`src/common/axil_macros.svh`:
```
`ifndef AXIL_MACROS_SVH
`define AXIL_MACROS_SVH

// AXI-Lite bus widths
`define AXIL_ADDR_W 32
`define AXIL_DATA_W 32
`define AXIL_STRB_W 4

// Direct-mapped cache geometry, one word per block
`define CACHE_SETS 4
`define CACHE_OFFSET_W 2

// Backing memory depth in words
`define MEM_WORDS 1024

// Every byte lane enabled
`define STRB_ALL {`AXIL_STRB_W{1'b1}}

`endif

```
`src/common/axil_pkg.sv`:
```
`include "axil_macros.svh"

package axil_pkg;

  typedef logic [`AXIL_ADDR_W-1:0] axil_addr_t;
  typedef logic [`AXIL_DATA_W-1:0] axil_data_t;
  typedef logic [`AXIL_STRB_W-1:0] axil_strb_t;

  // W channel payload
  typedef struct packed {
    axil_data_t data;
    axil_strb_t strb;
  } axil_wr_t;

  typedef logic [$clog2(`CACHE_SETS)-1:0] cache_index_t;
  typedef logic [`AXIL_ADDR_W-$clog2(`CACHE_SETS)-`CACHE_OFFSET_W-1:0] cache_tag_t;

  // Byte address seen as tag, set index and byte offset
  typedef struct packed {
    cache_tag_t                  tag;
    cache_index_t                index;
    logic [`CACHE_OFFSET_W-1:0]  offset;
  } cache_addr_t;

  // One write into the cache arrays
  typedef struct packed {
    logic         en;
    cache_index_t index;
    cache_tag_t   tag;
    axil_data_t   data;
    axil_strb_t   strb;
    logic         fill;
    logic         mark_dirty;
  } store_upd_t;

  typedef enum logic [1:0] {
    ST_READY,
    ST_AWAIT_WB,
    ST_AWAIT_FILL,
    ST_AWAIT_MGR
  } ctrl_state_e;

  // Replace the bytes of old_word whose strobe bit is set
  function automatic axil_data_t strb_merge(axil_data_t old_word, axil_data_t new_word,
                                            axil_strb_t strb);
    axil_data_t result;
    result = old_word;
    for (int i = 0; i < `AXIL_STRB_W; i++) begin
      if (strb[i]) begin
        result[8*i +: 8] = new_word[8*i +: 8];
      end
    end
    return result;
  endfunction

endpackage

```
`src/cache/cache_store.sv`:
```
`timescale 1ns/10ps
`include "axil_macros.svh"

module cache_store #(
  parameter int num_sets = `CACHE_SETS
) (
  input  logic                 ACLK,
  input  logic                 ARESETn,
  input  axil_pkg::axil_addr_t lookup_addr,
  output logic                 hit,
  output axil_pkg::axil_data_t rd_data,
  output logic                 victim_dirty,
  output axil_pkg::axil_addr_t victim_addr,
  input  axil_pkg::store_upd_t upd
);

  axil_pkg::cache_tag_t  tag_mem [num_sets];
  axil_pkg::axil_data_t  data_mem [num_sets];
  logic [num_sets-1:0]   valid_q;
  logic [num_sets-1:0]   dirty_q;

  axil_pkg::cache_addr_t look;
  axil_pkg::cache_addr_t victim;
  axil_pkg::axil_data_t  new_word;

  assign look = lookup_addr;

  // Lookup of the set selected by the request address
  assign hit          = valid_q[look.index] && (tag_mem[look.index] == look.tag);
  assign rd_data      = data_mem[look.index];
  assign victim_dirty = valid_q[look.index] && dirty_q[look.index];

  // Block address of whatever currently occupies the set
  always_comb begin
    victim        = '0;
    victim.tag    = tag_mem[look.index];
    victim.index  = look.index;
    victim_addr   = victim;
  end

  // A fill replaces the word, a hit update merges under the strobe
  always_comb begin
    if (upd.fill) begin
      new_word = upd.data;
    end else begin
      new_word = axil_pkg::strb_merge(data_mem[upd.index], upd.data, upd.strb);
    end
  end

  always_ff @(posedge ACLK) begin
    if (!ARESETn) begin
      valid_q <= '0;
      dirty_q <= '0;
    end else if (upd.en) begin
      if (upd.fill) begin
        valid_q[upd.index] <= 1'b1;
        // Fresh block is clean unless a pending write lands in it
        dirty_q[upd.index] <= upd.mark_dirty;
      end else if (upd.mark_dirty) begin
        dirty_q[upd.index] <= 1'b1;
      end
    end
  end

  always_ff @(posedge ACLK) begin
    if (upd.en) begin
      data_mem[upd.index] <= new_word;
      if (upd.fill) begin
        tag_mem[upd.index] <= upd.tag;
      end
    end
  end

endmodule

```
`config.mk`:
```
export PLATFORM = sky130hd
export DESIGN_NAME = cache_store
export DESIGN_NICKNAME = d
export VERILOG_FILES = /design/src/common/axil_pkg.sv /design/src/cache/cache_store.sv
export VERILOG_INCLUDE_DIRS = /design/src /design/src/common
export SDC_FILE = /design/constraint.sdc
export NUM_CORES = 1
export LEC_CHECK = 0
export BUFFER_PORTS_ARGS = -buffer_cell sky130_fd_sc_hd__buf_2
export CORE_ASPECT_RATIO = 0.7
export CORE_UTILIZATION = 25
export DETAILED_ROUTE_END_ITERATION = 12
export PLACE_DENSITY_LB_ADDON = 0.1
export SLEW_MARGIN = 20
export SYNTH_ARGS = -nofsm -noshare
export SYNTH_HDL_FRONTEND = slang
export SYNTH_SLANG_ARGS = --single-unit
```
`constraint.sdc`:
```
create_clock -name ACLK -period 2.8 [get_ports ACLK]
set_input_delay 0.28 -clock ACLK [delete_from_list [all_inputs] [get_ports ACLK]]
set_output_delay 0.28 -clock ACLK [all_outputs]
set_load 0.02 [all_outputs]
```
==> flow_metrics.tcl, run 1 <==
set metrics [dict create \
    cp-startpoint "tag_mem[3][5]$_DFFE_PP_" \
    pwr_density_cell_nw_per_um2 644 \
    async_flop_share_pct 0 \
    cp-start-kind "flip-flop" \
    maxSlewHeadroom_pct 43.7 \
    drive_gt1_share_pct 39.4 \
    core_area_um2 37600 \
    hold_path_class "input port to flip-flop" \
    synth_edf_count 240 \
    cts_buffers 27 \
    io_buffers 164 \
    yosys.area.top_type "edfxtp_1" \
    drv_slew 0 \
    tightest_slew_ns 0.842 \
    ys_types 37 \
    fin_setup_tns_ns -0.0733 \
    grt_first_pass_wirelength_um 35500 \
    drc 0 \
    hold_violations 0 \
    period_share_pct 103 \
    cts.sinks 248 \
    synthTopCellsByCount "240 x edfxtp_1, 48 x mux4_2, 24 x mux2i_1" \
    path_max_fanout 2 \
    die_h_um 167 \
    vias 5233 \
    vias_per_cell 4.25 \
    combPwrFrac_pct 9.5 \
    violations "negative setup slack" \
    syn-instance-count 455 \
    critPathBufInv 2 \
    yosysWarnings 0 \
    antenna_found_initial 1 \
    clockBufferDepth 3 \
    max-vdd-ir-drop_uv 392 \
    drtAntennaViolNets 0 \
    routed_wl_um 23200 \
    placed_area_um2 11300 \
    fin_skew_ns 0 \
    pwr-share-clk_pct 38.4 \
    insertion_delay_ns 0.53 \
    root_buffer "clkbuf_16" \
    r2r-start "dirty_q[3]$_SDFFE_PN0P_" \
    rsz0062_at_grt "yes" \
    p_int_mw 6.33 \
    finalNetCount 827 \
    critPathKind "flip-flop to output pin" \
    cp_top_family "simple AND/OR/NAND/NOR gates" \
    critPathSlowestCell "mux4_2" \
    run_status "complete, but fails checks" \
    maxCapViolCount 0 \
    worstSetupEndpointType "output pin" \
    max_freq_ghz 0.348 \
    post-route-util_pct 33.6 \
    cts_tree "built" \
    initial_utilization_pct 25.7 \
    seqPwrFrac_pct 52.1 \
    grt_usage_pct 11.9 \
    syn_area_um2 9660 \
    dr.pass1.iters 4 \
    dp_slack_ns 0.114 \
    rows 59 \
    ios 169 \
    hpwlAfterDp_um 15900 \
    synth_ff_type "edfxtp_1" \
    path_common_cell "buf_4" \
    syn-mean-instance-area_um2 21.2 \
    p_leak_nw 4.49 \
    gp_congestion 0.705 \
    path_clk_slew_ns 0.06 \
    grt_pass1_vias 5870 \
    drt_iter0_drc 196 \
    setup-violations-final 1 \
    grt_max_degree 30 \
    holdCritStartpoint "ARESETn" \
    cp.required_ns 2.52 \
    synth_area_leaders "edfxtp_1 75%, mux4_2 11%, mux2i_1 2.5%, dfxtp_1 1.7%, mux4_1 1.6%" \
    grt_remaining_overflow 0 \
    yosysSeqAreaShare_pct 76.2 \
    area_growth_pct 31.0 \
    yosysMostFrequentCell "edfxtp_1" \
    switching_power_mw 1.83 \
    fillerInstances 3659 \
    routedWlPerCell_um 18.9 \
    synth_seq_cells 248 \
    die-area_um2 39500 \
    max_stage_delay_ns 0.49 \
    arrival_ns 2.59 \
    finalCriticalPeriod_ns 2.87 \
    dieWidth_um 237 \
    path_cells "mux4_2, xor2_1, nor4_1, buf_4, nand4_1, nor4_2, buf_4" \
    worst_slack_ns -0.0733 \
    htree_levels 1 \
    stdcell_area_um2 12700 \
    synth_top_area_share_pct 74.6 \
    p_sw_share_pct 22.4 \
]
==> power by group through the flow <==
stage	Sequential, mW	Combinational [mW]	Clock [mW]
2_1_floorplan	4.32	0.407	0
3_3_place_gp	4.32	0.717	0
3_5_place_dp	4.33	0.727	0
4_1_cts	4.25	0.801	3.28
5_1_grt	4.26	0.847	3.40
6_report	4.25	0.779	3.13
==> what timing repair did <==
item,in CTS,in global routing
resized for setup,3,2
endpoints found under the hold margin,240,0
setup endpoints to repair,1,1
setup buffers,1,0
pin swaps,2,0
hold buffers,60,0
==> worst paths after layout <==
kind / to / slack [ns] / cells past startpoint
min: valid_q[1]$_SDFFE_PN0P_ / 0.05 / 2
max: hit / -0.07 / 7
min reg2reg: valid_q[1]$_SDFFE_PN0P_ / 0.46 / 1
max reg2reg: dirty_q[3]$_SDFFE_PN0P_ / 2.03 / 3
==> worst register-to-register path, cell delays in order (launching register included) <==
cell and delay (ns):
dfxtp_1 0.32, o21ai_0 0.08, o21ai_0 0.11, and2_1 0.17
==> through the flow <==
step           std cells  hold slack (ns)  power [mW]
3_3_place_gp        1122            0.440        5.04
5_1_grt             1231           0.0261        8.51
3_5_place_dp        1122            0.450        5.06
6_report            1231           0.0530        8.16
4_1_cts             1230           0.0199        8.33
2_1_floorplan        456            0.379        4.73
==> layout make-up <==
class / instances / area [um2] / share of cell area [%]
inverters: 7 / 26.3 / 0.207
well taps: 488 / 611 / 4.82
clock buffers: 34 / 702 / 5.54
flip-flops and latches: 248 / 7370 / 58.2
clock inverters: 13 / 65.1 / 0.514
repair buffers: 259 / 1720 / 13.6
multi-input cells: 181 / 2170 / 17.2
diodes: 1 / 2.50 / 0.0198
==> cell usage in the layout (no fill, tap or decap), types with 5 or more instances in the layout <==
cell type	instances
and2_1	5
buf_2	161
buf_4	36
clkbuf_1	7
clkbuf_16	27
clkinv_1	6
clkinv_2	5
dfxtp_1	8
dlygate4sd3_1	60
edfxtp_1	240
inv_1	6
mux2i_1	24
mux4_1	6
mux4_2	48
nand2_1	5
nor2_1	19
o21ai_0	15
xnor2_1	12
xor2_1	13
==> layer usage <==
layer | wire length, um | vias to the layer above | GRT usage (%)
met3 | 871 | 37 | 2.14
met1 | 10400 | 2698 | 15.7
met4 | 592 | 0 | 3.36
li1 | - | 2402 | -
met5 | 0 | - | 0
met2 | 11400 | 96 | 20.1
==> flip-flops by register name, summed over array words and instances (netlist names) <==
name / flops
data_mem: 128
dirty_q: 4
tag_mem: 112
valid_q: 4
==> cells by family (layout without fill, tap and decap cells) <==
logic type,after synthesis,in the layout,synth area share [%]
AOI/OAI and AO/OA,32,32,2.11
xor gates and xnor gates,25,25,2.27
buffers and inverters,27,313,1.76
DFF,248,248,76.2
and+or+nand+nor,43,43,2.18
other,1,3,0.0388
muxes,79,79,15.4
Power figures use the tool's default switching activity.
==> inputs of run 2 (changes only) <==
CTS_CLUSTER_DIAMETER = 60   (was default)
clock period = 3.2 ns   (was 2.8 ns; I/O delays follow)
==> run 2 against run 1 <==
Against the previous run:
- the run now ends clean
- largest power group unchanged
- routed wire length up 1.2%
- count of clock-buffer cells in the layout up 6
- clock power up 6.7%
- highest routed layer unchanged
- critical path type unchanged
==> flow_metrics.tcl, run 2 (synthesis gave the netlist of run 1 again) <==
set metrics [dict create \
    largestRegisters "data_mem x128, tag_mem x112" \
    cp-start-kind "flip-flop" \
    grt_first_pass_wirelength_um 35400 \
    maxSlewHeadroom_pct 33.9 \
    cts_buffers 31 \
    postCtsSetupRepairBufs 0 \
    dr.pass1.iters 4 \
    hold_path_class "input port to flip-flop" \
    max_freq_ghz 0.327 \
    fin_skew_ns 0 \
    post-route-util_pct 33.7 \
    insertion_delay_ns 0.56 \
    rows 59 \
    path_clk_slew_ns 0.06 \
    drc 0 \
    hold_violations 0 \
    ios 169 \
    max_stage_delay_ns 0.51 \
    cts.sinks 248 \
    period_share_pct 95.6 \
    clockBufferDepth 3 \
    top_register "data_mem" \
    vias_per_cell 4.24 \
    die_h_um 167 \
    maxCapViolCount 0 \
    grt_max_degree 30 \
    run_status "finished clean" \
    drt_iter0_drc 214 \
    initial_utilization_pct 25.7 \
    tightest_slew_ns 0.989 \
    critPathSlowestCell "mux4_2" \
    fin_setup_tns_ns 0 \
    path_max_fanout 2 \
    fin_total_pwr_mw 7.72 \
    core_area_um2 37600 \
    gp_congestion 0.695 \
    grt_remaining_overflow 0 \
    max-vdd-ir-drop_uv 383 \
    drtAntennaViolNets 0 \
    rsz0062_at_grt "no" \
    largest_reg_flops 128 \
    routedWlPerCell_um 19.3 \
    cp.required_ns 2.88 \
    setup-violations-final 0 \
    worstSetupEndpointType "output pin" \
    root_buffer "clkbuf_16" \
    arrival_ns 2.74 \
    io_buffers 164 \
    n_antenna_cell 0 \
    dieWidth_um 237 \
    whs_ns 0.0551 \
    layout_common_cells "240 x edfxtp_1, 162 x buf_2, 60 x dlygate4sd3_1" \
    path_cells "mux4_2, xor2_1, a221oi_1, and3_1, o211ai_1, nor4_2, buf_2" \
    finalNetCount 811 \
    htree_levels 1 \
    antenna_found_initial 0 \
    switching_power_mw 1.71 \
    p_leak_nw 4.48 \
    pwr-share-clk_pct 43.3 \
    pwr_density_cell_nw_per_um2 608 \
    p_int_mw 6.01 \
    grt_pass1_vias 5774 \
    mostFrequentLayoutCell "edfxtp_1" \
    critPathKind "flip-flop to output pin" \
    p_sw_share_pct 22.2 \
    grt_usage_pct 12.0 \
    drv_slew 0 \
    combPwrFrac_pct 8.5 \
    area_growth_pct 31.5 \
    die-area_um2 39500 \
    fillerInstances 3664 \
    routed_wl_um 23500 \
    seqPwrFrac_pct 48.2 \
    finalCriticalPeriod_ns 3.06 \
    hpwlAfterDp_um 15700 \
    cts_tree "built" \
    drive_gt1_share_pct 38.6 \
    vias 5170 \
]
-- run 2: stage by stage --
step / worst slack [ns] / std cells / instance area (um2)
finish: 0.142 / 1219 / 12700
global placement: 0.115 / 1103 / 11100
global route: 0.0146 / 1219 / 12700
CTS: 0.0189 / 1219 / 12700
floorplan: 0.665 / 456 / 9670
detailed placement: 0.151 / 1103 / 11100
-- run 2: path summary, 6_finish.rpt --
path | startpoint | endpoint | slack, ns | depth (start not counted)
worst max-delay path | tag_mem[3][16]$_DFFE_PP_ | hit | 0.14 | 7
worst min-delay path | ARESETn | valid_q[0]$_SDFFE_PN0P_ | 0.06 | 2
worst max register to register | dirty_q[2]$_SDFFE_PN0P_ | dirty_q[2]$_SDFFE_PN0P_ | 2.41 | 3
worst min register to register | valid_q[0]$_SDFFE_PN0P_ | valid_q[0]$_SDFFE_PN0P_ | 0.47 | 1
-- run 2: layout make-up --
| type | count | area, um2 | share of cell area, % |
|---|---|---|---|
| Inverter | 7 | 26.3 | 0.207 |
| Timing Repair Buffer | 239 | 1550 | 12.2 |
| Clock inverter | 16 | 173 | 1.36 |
| Sequential cell | 248 | 7370 | 58.0 |
| Tap cell | 488 | 611 | 4.81 |
| Multi-Input combinational cell | 181 | 2170 | 17.1 |
| Clock buffer | 40 | 810 | 6.37 |
-- run 2: timing repair --
item	CTS	global route
endpoints found under the setup margin	0	1
hold endpoints to repair	240	0
hold buffers	60	0
resized for setup	0	1
-- run 2: routing by layer --
layer	part of all wire (%)	global-route usage, %	up-vias
met1	44	15.5	2661
met2	50	20.7	95
met4	2.1	2.99	0
met5	0	0	-
li1	-	-	2380
met3	3.4	2.45	34
-- run 2: worst max-delay path, delay by kind of cell (launching register included) --
kind | cells | cell delay (ns)
buf+inv | 1 | 0.21
simple gates | 2 | 0.49
mux | 1 | 0.51
xor+xnor | 1 | 0.16
compound gates | 2 | 0.45
flops | 1 | 0.37
-- run 2: power groups by stage --
stage	clock network (mW)	logic [mW]	registers, mW
after global routing	3.58	0.719	3.73
after floorplan	0	0.356	3.78
final	3.34	0.659	3.72
after global placement	0	0.613	3.78
after detailed placement	0	0.618	3.79
after CTS	3.46	0.681	3.72
