<file path="src/common/axil_macros.svh">
`ifndef AXIL_MACROS_SVH
`define AXIL_MACROS_SVH

// AXI-Lite bus widths
`define AXIL_ADDR_W 32
`define AXIL_DATA_W 32
`define AXIL_STRB_W 4

// Direct-mapped cache geometry, one word per block
`define CACHE_SETS 4
`define CACHE_OFFSET_W 2

// Backing memory depth in words
`define MEM_WORDS 1024

// Every byte lane enabled
`define STRB_ALL {`AXIL_STRB_W{1'b1}}

`endif

</file>
<file path="src/common/axil_pkg.sv">
`include "axil_macros.svh"

package axil_pkg;

  typedef logic [`AXIL_ADDR_W-1:0] axil_addr_t;
  typedef logic [`AXIL_DATA_W-1:0] axil_data_t;
  typedef logic [`AXIL_STRB_W-1:0] axil_strb_t;

  // W channel payload
  typedef struct packed {
    axil_data_t data;
    axil_strb_t strb;
  } axil_wr_t;

  typedef logic [$clog2(`CACHE_SETS)-1:0] cache_index_t;
  typedef logic [`AXIL_ADDR_W-$clog2(`CACHE_SETS)-`CACHE_OFFSET_W-1:0] cache_tag_t;

  // Byte address seen as tag, set index and byte offset
  typedef struct packed {
    cache_tag_t                  tag;
    cache_index_t                index;
    logic [`CACHE_OFFSET_W-1:0]  offset;
  } cache_addr_t;

  // One write into the cache arrays
  typedef struct packed {
    logic         en;
    cache_index_t index;
    cache_tag_t   tag;
    axil_data_t   data;
    axil_strb_t   strb;
    logic         fill;
    logic         mark_dirty;
  } store_upd_t;

  typedef enum logic [1:0] {
    ST_READY,
    ST_AWAIT_WB,
    ST_AWAIT_FILL,
    ST_AWAIT_MGR
  } ctrl_state_e;

  // Replace the bytes of old_word whose strobe bit is set
  function automatic axil_data_t strb_merge(axil_data_t old_word, axil_data_t new_word,
                                            axil_strb_t strb);
    axil_data_t result;
    result = old_word;
    for (int i = 0; i < `AXIL_STRB_W; i++) begin
      if (strb[i]) begin
        result[8*i +: 8] = new_word[8*i +: 8];
      end
    end
    return result;
  endfunction

endpackage

</file>
<file path="src/cache/axil_req_hold.sv">
`timescale 1ns/10ps

module axil_req_hold #(
  parameter type payload_t = logic
) (
  input  logic     ACLK,
  input  logic     ARESETn,
  input  logic     load,
  input  payload_t load_data,
  input  logic     ready,
  output logic     valid,
  output payload_t data
);

  // Valid holds until the subordinate takes the request
  always_ff @(posedge ACLK) begin
    if (!ARESETn) begin
      valid <= 1'b0;
    end else if (load) begin
      valid <= 1'b1;
    end else if (valid && ready) begin
      valid <= 1'b0;
    end
  end

  always_ff @(posedge ACLK) begin
    if (load) begin
      data <= load_data;
    end
  end

endmodule

</file>
<file path="src/cache/cache_ctrl.sv">
`timescale 1ns/10ps
`include "axil_macros.svh"

module cache_ctrl (
  input  logic                 ACLK,
  input  logic                 ARESETn,
  // Processor side
  input  logic                 ar_valid,
  output logic                 ar_ready,
  input  axil_pkg::axil_addr_t ar,
  output logic                 r_valid,
  input  logic                 r_ready,
  output axil_pkg::axil_data_t r_data,
  input  logic                 aw_valid,
  output logic                 aw_ready,
  input  axil_pkg::axil_addr_t aw,
  input  logic                 w_valid,
  output logic                 w_ready,
  input  axil_pkg::axil_wr_t   w,
  output logic                 b_valid,
  input  logic                 b_ready,
  // Cache arrays
  output axil_pkg::axil_addr_t lookup_addr,
  input  logic                 hit,
  input  axil_pkg::axil_data_t rd_data,
  input  logic                 victim_dirty,
  input  axil_pkg::axil_addr_t victim_addr,
  output axil_pkg::store_upd_t upd,
  // Memory side
  output logic                 mem_ar_valid,
  output axil_pkg::axil_addr_t mem_ar,
  input  logic                 mem_ar_ready,
  input  logic                 mem_r_valid,
  input  axil_pkg::axil_data_t mem_r_data,
  output logic                 mem_r_ready,
  output logic                 mem_aw_valid,
  output axil_pkg::axil_addr_t mem_aw,
  input  logic                 mem_aw_ready,
  output logic                 mem_w_valid,
  output axil_pkg::axil_wr_t   mem_w,
  input  logic                 mem_w_ready,
  input  logic                 mem_b_valid,
  output logic                 mem_b_ready
);

  axil_pkg::ctrl_state_e state_q;
  axil_pkg::ctrl_state_e state_d;

  logic                  req_ready_q;
  logic                  rd_pend_q;
  logic                  req_is_wr_q;
  axil_pkg::axil_addr_t  req_addr_q;
  axil_pkg::axil_wr_t    req_wr_q;

  logic ar_take;
  logic wr_take;
  logic r_take;
  logic b_take;
  logic rd_lookup;
  logic wr_lookup;
  logic miss;
  logic wb_load;
  logic ar_load;
  logic wb_done;
  logic fill_done;

  axil_pkg::cache_addr_t look;
  axil_pkg::axil_wr_t    victim_wr;
  axil_pkg::axil_data_t  fill_word;

  // One transaction at a time, so all request channels share one ready
  assign ar_ready = req_ready_q;
  assign aw_ready = req_ready_q;
  assign w_ready  = req_ready_q;

  assign ar_take = ar_valid && ar_ready;
  assign wr_take = aw_valid && aw_ready && w_valid && w_ready;
  assign r_take  = r_valid && r_ready;
  assign b_take  = b_valid && b_ready;

  // Writes are looked up in the transfer cycle, reads one cycle later
  assign rd_lookup = (state_q == axil_pkg::ST_READY) && rd_pend_q;
  assign wr_lookup = (state_q == axil_pkg::ST_READY) && wr_take;
  assign miss      = (rd_lookup || wr_lookup) && !hit;

  assign lookup_addr = (state_q == axil_pkg::ST_READY && !rd_pend_q) ? aw : req_addr_q;
  assign look        = lookup_addr;

  assign mem_b_ready = (state_q == axil_pkg::ST_AWAIT_WB);
  assign mem_r_ready = (state_q == axil_pkg::ST_AWAIT_FILL);
  assign wb_done     = mem_b_ready && mem_b_valid;
  assign fill_done   = mem_r_ready && mem_r_valid;

  // Dirty victim goes out first, the fill follows its B response
  assign wb_load = miss && victim_dirty;
  assign ar_load = (miss && !victim_dirty) || wb_done;

  assign victim_wr.data = rd_data;
  assign victim_wr.strb = `STRB_ALL;

  // Write miss folds the pending bytes into the incoming block
  assign fill_word = req_is_wr_q ?
                     axil_pkg::strb_merge(mem_r_data, req_wr_q.data, req_wr_q.strb) :
                     mem_r_data;

  always_comb begin
    upd       = '0;
    upd.index = look.index;
    upd.tag   = look.tag;
    if (wr_lookup && hit) begin
      upd.en         = 1'b1;
      upd.data       = w.data;
      upd.strb       = w.strb;
      upd.mark_dirty = 1'b1;
    end else if (fill_done) begin
      upd.en         = 1'b1;
      upd.fill       = 1'b1;
      upd.data       = fill_word;
      upd.strb       = `STRB_ALL;
      upd.mark_dirty = req_is_wr_q;
    end
  end

  always_comb begin
    state_d = state_q;
    case (state_q)
      axil_pkg::ST_READY: begin
        if (rd_lookup || wr_lookup) begin
          if (hit) begin
            state_d = axil_pkg::ST_AWAIT_MGR;
          end else if (victim_dirty) begin
            state_d = axil_pkg::ST_AWAIT_WB;
          end else begin
            state_d = axil_pkg::ST_AWAIT_FILL;
          end
        end
      end
      axil_pkg::ST_AWAIT_WB: begin
        if (wb_done) begin
          state_d = axil_pkg::ST_AWAIT_FILL;
        end
      end
      axil_pkg::ST_AWAIT_FILL: begin
        if (fill_done) begin
          state_d = axil_pkg::ST_AWAIT_MGR;
        end
      end
      default: begin
        if (r_take || b_take) begin
          state_d = axil_pkg::ST_READY;
        end
      end
    endcase
  end

  always_ff @(posedge ACLK) begin
    if (!ARESETn) begin
      state_q     <= axil_pkg::ST_READY;
      req_ready_q <= 1'b1;
      rd_pend_q   <= 1'b0;
      req_is_wr_q <= 1'b0;
      r_valid     <= 1'b0;
      b_valid     <= 1'b0;
    end else begin
      state_q <= state_d;
      if (ar_take || wr_take) begin
        req_ready_q <= 1'b0;
      end else if (r_take || b_take) begin
        req_ready_q <= 1'b1;
      end
      if (ar_take) begin
        rd_pend_q <= 1'b1;
      end else if (rd_lookup) begin
        rd_pend_q <= 1'b0;
      end
      if (ar_take) begin
        req_is_wr_q <= 1'b0;
      end else if (wr_take) begin
        req_is_wr_q <= 1'b1;
      end
      if ((rd_lookup && hit) || (fill_done && !req_is_wr_q)) begin
        r_valid <= 1'b1;
      end else if (r_take) begin
        r_valid <= 1'b0;
      end
      if ((wr_lookup && hit) || (fill_done && req_is_wr_q)) begin
        b_valid <= 1'b1;
      end else if (b_take) begin
        b_valid <= 1'b0;
      end
    end
  end

  always_ff @(posedge ACLK) begin
    if (ar_take) begin
      req_addr_q <= ar;
    end else if (wr_take) begin
      req_addr_q <= aw;
    end
    if (wr_take) begin
      req_wr_q <= w;
    end
    if (rd_lookup && hit) begin
      r_data <= rd_data;
    end else if (fill_done) begin
      r_data <= mem_r_data;
    end
  end

  axil_req_hold #(.payload_t(axil_pkg::axil_addr_t)) mem_ar_hold_i (
    .ACLK      (ACLK),
    .ARESETn   (ARESETn),
    .load      (ar_load),
    .load_data (lookup_addr),
    .ready     (mem_ar_ready),
    .valid     (mem_ar_valid),
    .data      (mem_ar)
  );

  axil_req_hold #(.payload_t(axil_pkg::axil_addr_t)) mem_aw_hold_i (
    .ACLK      (ACLK),
    .ARESETn   (ARESETn),
    .load      (wb_load),
    .load_data (victim_addr),
    .ready     (mem_aw_ready),
    .valid     (mem_aw_valid),
    .data      (mem_aw)
  );

  axil_req_hold #(.payload_t(axil_pkg::axil_wr_t)) mem_w_hold_i (
    .ACLK      (ACLK),
    .ARESETn   (ARESETn),
    .load      (wb_load),
    .load_data (victim_wr),
    .ready     (mem_w_ready),
    .valid     (mem_w_valid),
    .data      (mem_w)
  );

endmodule

</file>
<file path="config.mk">
export PLATFORM = sky130hd
export DESIGN_NAME = cache_ctrl
export DESIGN_NICKNAME = d
export VERILOG_FILES = /design/src/common/axil_pkg.sv /design/src/cache/axil_req_hold.sv /design/src/cache/cache_ctrl.sv
export VERILOG_INCLUDE_DIRS = /design/src /design/src/common
export SDC_FILE = /design/constraint.sdc
export NUM_CORES = 1
export LEC_CHECK = 0
export BUFFER_PORTS_ARGS = -buffer_cell sky130_fd_sc_hd__clkbuf_2
export CORE_MARGIN = 2
export CORE_UTILIZATION = 30
export CTS_BUF_LIST = sky130_fd_sc_hd__clkbuf_8
export CTS_CLUSTER_SIZE = 40
export DETAILED_ROUTE_END_ITERATION = 16
export SLEW_MARGIN = 20
export SYNTH_ARGS = -nofsm -noshare
export SYNTH_HDL_FRONTEND = slang
export SYNTH_SLANG_ARGS = --single-unit
</file>
<file path="constraint.sdc">
create_clock -name ACLK -period 10 [get_ports ACLK]
set_input_delay 2.5 -clock ACLK [delete_from_list [all_inputs] [get_ports ACLK]]
set_output_delay 2.5 -clock ACLK [all_outputs]
set_load 0.005 [all_outputs]
</file>
==> impl_metrics.env <==
export IMPL_drtPass1Iterations=4
export IMPL_p_leak_nw=5.20
export IMPL_max_freq_mhz=138
export IMPL_critical_path_top_delay_family="simple AND/OR/NAND/NOR gates"
export IMPL_fin_skew_ns=0.0117
export IMPL_cts_buffers=36
export IMPL_synth_avg_cell_area_sq_um=16.7
export IMPL_cts_hold_buffers=0
export IMPL_crit_path_start_kind="input port"
export IMPL_most_common_layout_cells="448 x clkbuf_2, 196 x edfxtp_1, 96 x mux2_2"
export IMPL_status="finished, final reports clean"
export IMPL_grt_ovfl_total=0
export IMPL_p_int_w=0.00169
export IMPL_period_minus_slack_ns=7.27
export IMPL_drive_gt1_frac=0.617
export IMPL_min_path_type="register to register"
export IMPL_die_x_um=174
export IMPL_antenna_found_initial=2
export IMPL_vias=6082
export IMPL_numPortBuffers=448
export IMPL_maxSlewHeadroom=0.341
export IMPL_power_density_mw_per_mm2=206
export IMPL_drc=0
export IMPL_ios=453
export IMPL_crit_buf_inv=2
export IMPL_finalSetupViolCount=0
export IMPL_grt_pass1_vias=6205
export IMPL_grt_start_max_net_pins=72
export IMPL_rsz0062_at_grt="no"
export IMPL_endpoint_kind="output pin"
export IMPL_cp_startpoint="w_valid"
export IMPL_vdd_drop_max_mv=0.115
export IMPL_worstPathMaxFanout=71
export IMPL_swShare=0.296
export IMPL_row_count=62
export IMPL_vias_per_cell=4.46
export IMPL_ys_seq_area_frac=0.700
export IMPL_clkSinkCount=206
export IMPL_power_frac_seq=0.455
export IMPL_period_share=0.727
export IMPL_rr_startpoint="ar_ready$_SDFFE_PN1P_"
export IMPL_die_height_um=174
export IMPL_drt_iter0_markers=272
export IMPL_synthToLayoutAreaGrowth_pct=34.5
export IMPL_synth_top_area_share=0.677
export IMPL_place_congestion=0.779
export IMPL_switching_power_w=0.000713
export IMPL_core_area_sq_mm=0.0286
export IMPL_numPlacedInstances=1299
export IMPL_ys_seq_elements=206
export IMPL_cp_arrival_ns=4.77
export IMPL_p_clk_frac=0.283
export IMPL_nets=1167
export IMPL_place_hpwl_um=18300
export IMPL_start_util=0.304
export IMPL_hold_viol_final=0
export IMPL_final_cell_count_no_fill=1363
export IMPL_cp_slowest_cell="and3_2"
export IMPL_yosysWarnings=0
export IMPL_cp_common_cell="clkbuf_2"
export IMPL_postCtsSetupRepairBufs=0
export IMPL_synth_area_leader_cell="edfxtp_1"
export IMPL_netlist_instances=520
export IMPL_wl_per_cell_um=18.1
export IMPL_power_w=0.00241
export IMPL_final_common_cell="clkbuf_2"
export IMPL_worstMarginPinSlew_ns=0.989
export IMPL_grt_pass1_wl_um=36500
export IMPL_rrSetupSlack_ns=7.01
export IMPL_reg2reg_depth=4
export IMPL_clkLatencyLatePin_ns=0.52
export IMPL_combPwrFrac=0.261
export IMPL_cpPeakStageDelay_ns=0.82
export IMPL_clock_path_buffers=3
export IMPL_cap_viol_max_count=0
export IMPL_die_area_sq_mm=0.0304
export IMPL_cp_endpoint="upd[2]"
export IMPL_clk_pin_slew_ns=0.05
export IMPL_root_buffer="clkbuf_8"
export IMPL_crit_type="input port to output pin"
export IMPL_finalWirelength_um=24700
export IMPL_yosysUniqueCellTypes=35
export IMPL_crit_required_ns=7.50
export IMPL_path_cells="clkbuf_2, and3_2, and3_4, nor2_2, a21o_1, clkbuf_2"
export IMPL_netlist_top_cells_area="edfxtp_1 68%, mux2_2 12%, mux2i_1 4.0%"
export IMPL_cts_tree="yes"
export IMPL_r2r_end="mem_aw_hold_i.data[16]$_DFFE_PP_"
export IMPL_cts_resized=0
export IMPL_synth_area_sq_mm=0.00869
export IMPL_grt_usage=0.157
export IMPL_ant_nets=0
export IMPL_cp_depth=6
export IMPL_tns_ns=0
export IMPL_cts_max_level=2
export IMPL_drv_slew=0
[cell usage after synthesis, drive strengths merged]
| cell type | n |
|---|---|
| dfxtp | 10 |
| mux2i | 35 |
| a31o | 1 |
| o41ai | 1 |
| a22o | 1 |
| or3b | 1 |
| o32a | 1 |
| nand3 | 1 |
| nor2b | 4 |
| o221ai | 2 |
| and2 | 1 |
| o21ai | 2 |
| o31ai | 32 |
| o211a | 1 |
| and3 | 2 |
| a21boi | 1 |
| conb | 1 |
| nor4b | 1 |
| a21oi | 1 |
| inv | 6 |
| ha | 4 |
| buf | 54 |
| edfxtp | 196 |
| o21a | 4 |
| nand2 | 44 |
| nor2 | 3 |
| a21o | 4 |
| mux2 | 96 |
| clkbuf | 6 |
| nand2b | 4 |
[per-layer routing]
metal / track usage / part of all wire
met1: 0.179 / 0.38
met4: 0.0462 / 0.025
met5: 0 / 0.00053
met2: 0.282 / 0.51
met3: 0.0472 / 0.080
[final cells by class]
| cell class | count | area (sq um) |
|---|---|---|
| Fill cell | 2705 | 16900 |
| Sequential cell | 206 | 6090 |
| Timing Repair Buffer | 452 | 2270 |
| Multi-Input combinational cell | 251 | 2210 |
| Clock buffer | 36 | 495 |
| Tap cell | 384 | 480 |
| Clock inverter | 27 | 124 |
| Inverter | 6 | 22.5 |
| Antenna cell | 1 | 2.50 |
[worst register-to-register path, delay by kind of cell, from the launching register on]
family	cells	cell delay (ns)
buffers and inverters	1	0.67
DFF	1	0.47
and+or+nand+nor	3	1.36
[flip-flops by register name, indices dropped and copies added (netlist names), 2 cells and up]
name / cells
mem_aw_hold_i.data: 32
mem_ar_hold_i.data: 32
req_wr_q: 36
mem_w_hold_i.data: 32
r_data: 32
state_q: 2
req_addr_q: 32
[power by group through the flow]
stage / clock network [W] / logic, W / registers (W)
2_1_floorplan: 0 / 0.000382 / 0.00112
3_3_place_gp: 0 / 0.000640 / 0.00111
3_5_place_dp: 0 / 0.000641 / 0.00111
4_1_cts: 0.000717 / 0.000643 / 0.00110
5_1_grt: 0.000744 / 0.000686 / 0.00110
6_report: 0.000682 / 0.000629 / 0.00110
[through the flow]
step | worst slack, ns | area, sq um | hold WS [ns] | util
3_5_place_dp | 2.66 | 11100 | 0.513 | 0.387
4_1_cts | 2.66 | 11700 | 0.526 | 0.408
6_report | 2.73 | 11700 | 0.521 | 0.408
3_3_place_gp | 2.73 | 11100 | 0.488 | 0.387
2_1_floorplan | 2.55 | 8700 | 0.471 | -
5_1_grt | 2.50 | 11700 | 0.549 | 0.408
[logic make-up after synthesis]
kind of cell | share of synthesized area
adder cells (fa/ha/maj) | 0.00576
other | 0.000431
AND/OR/NAND/NOR | 0.0324
AO/OA/AOI/OAI | 0.0456
flip-flops | 0.700
buffers and inverters | 0.0510
multiplexers | 0.165
[worst min-delay path by stage]
stage                                 start                      end  slack, ns  cells past startpoint
finish               rd_pend_q$_SDFFE_PN0P_   rd_pend_q$_SDFFE_PN0P_       0.52                      2
global route        state_q[1]$_SDFFE_PN0P_  state_q[1]$_SDFFE_PN0P_       0.55                      2
global placement    state_q[1]$_SDFFE_PN0P_  state_q[1]$_SDFFE_PN0P_       0.49                      2
floorplan           state_q[1]$_SDFFE_PN0P_  state_q[1]$_SDFFE_PN0P_       0.47                      2
CTS                  rd_pend_q$_SDFFE_PN0P_   rd_pend_q$_SDFFE_PN0P_       0.53                      2
detailed placement   rd_pend_q$_SDFFE_PN0P_   rd_pend_q$_SDFFE_PN0P_       0.51                      2
Power figures use the tool's default switching activity.
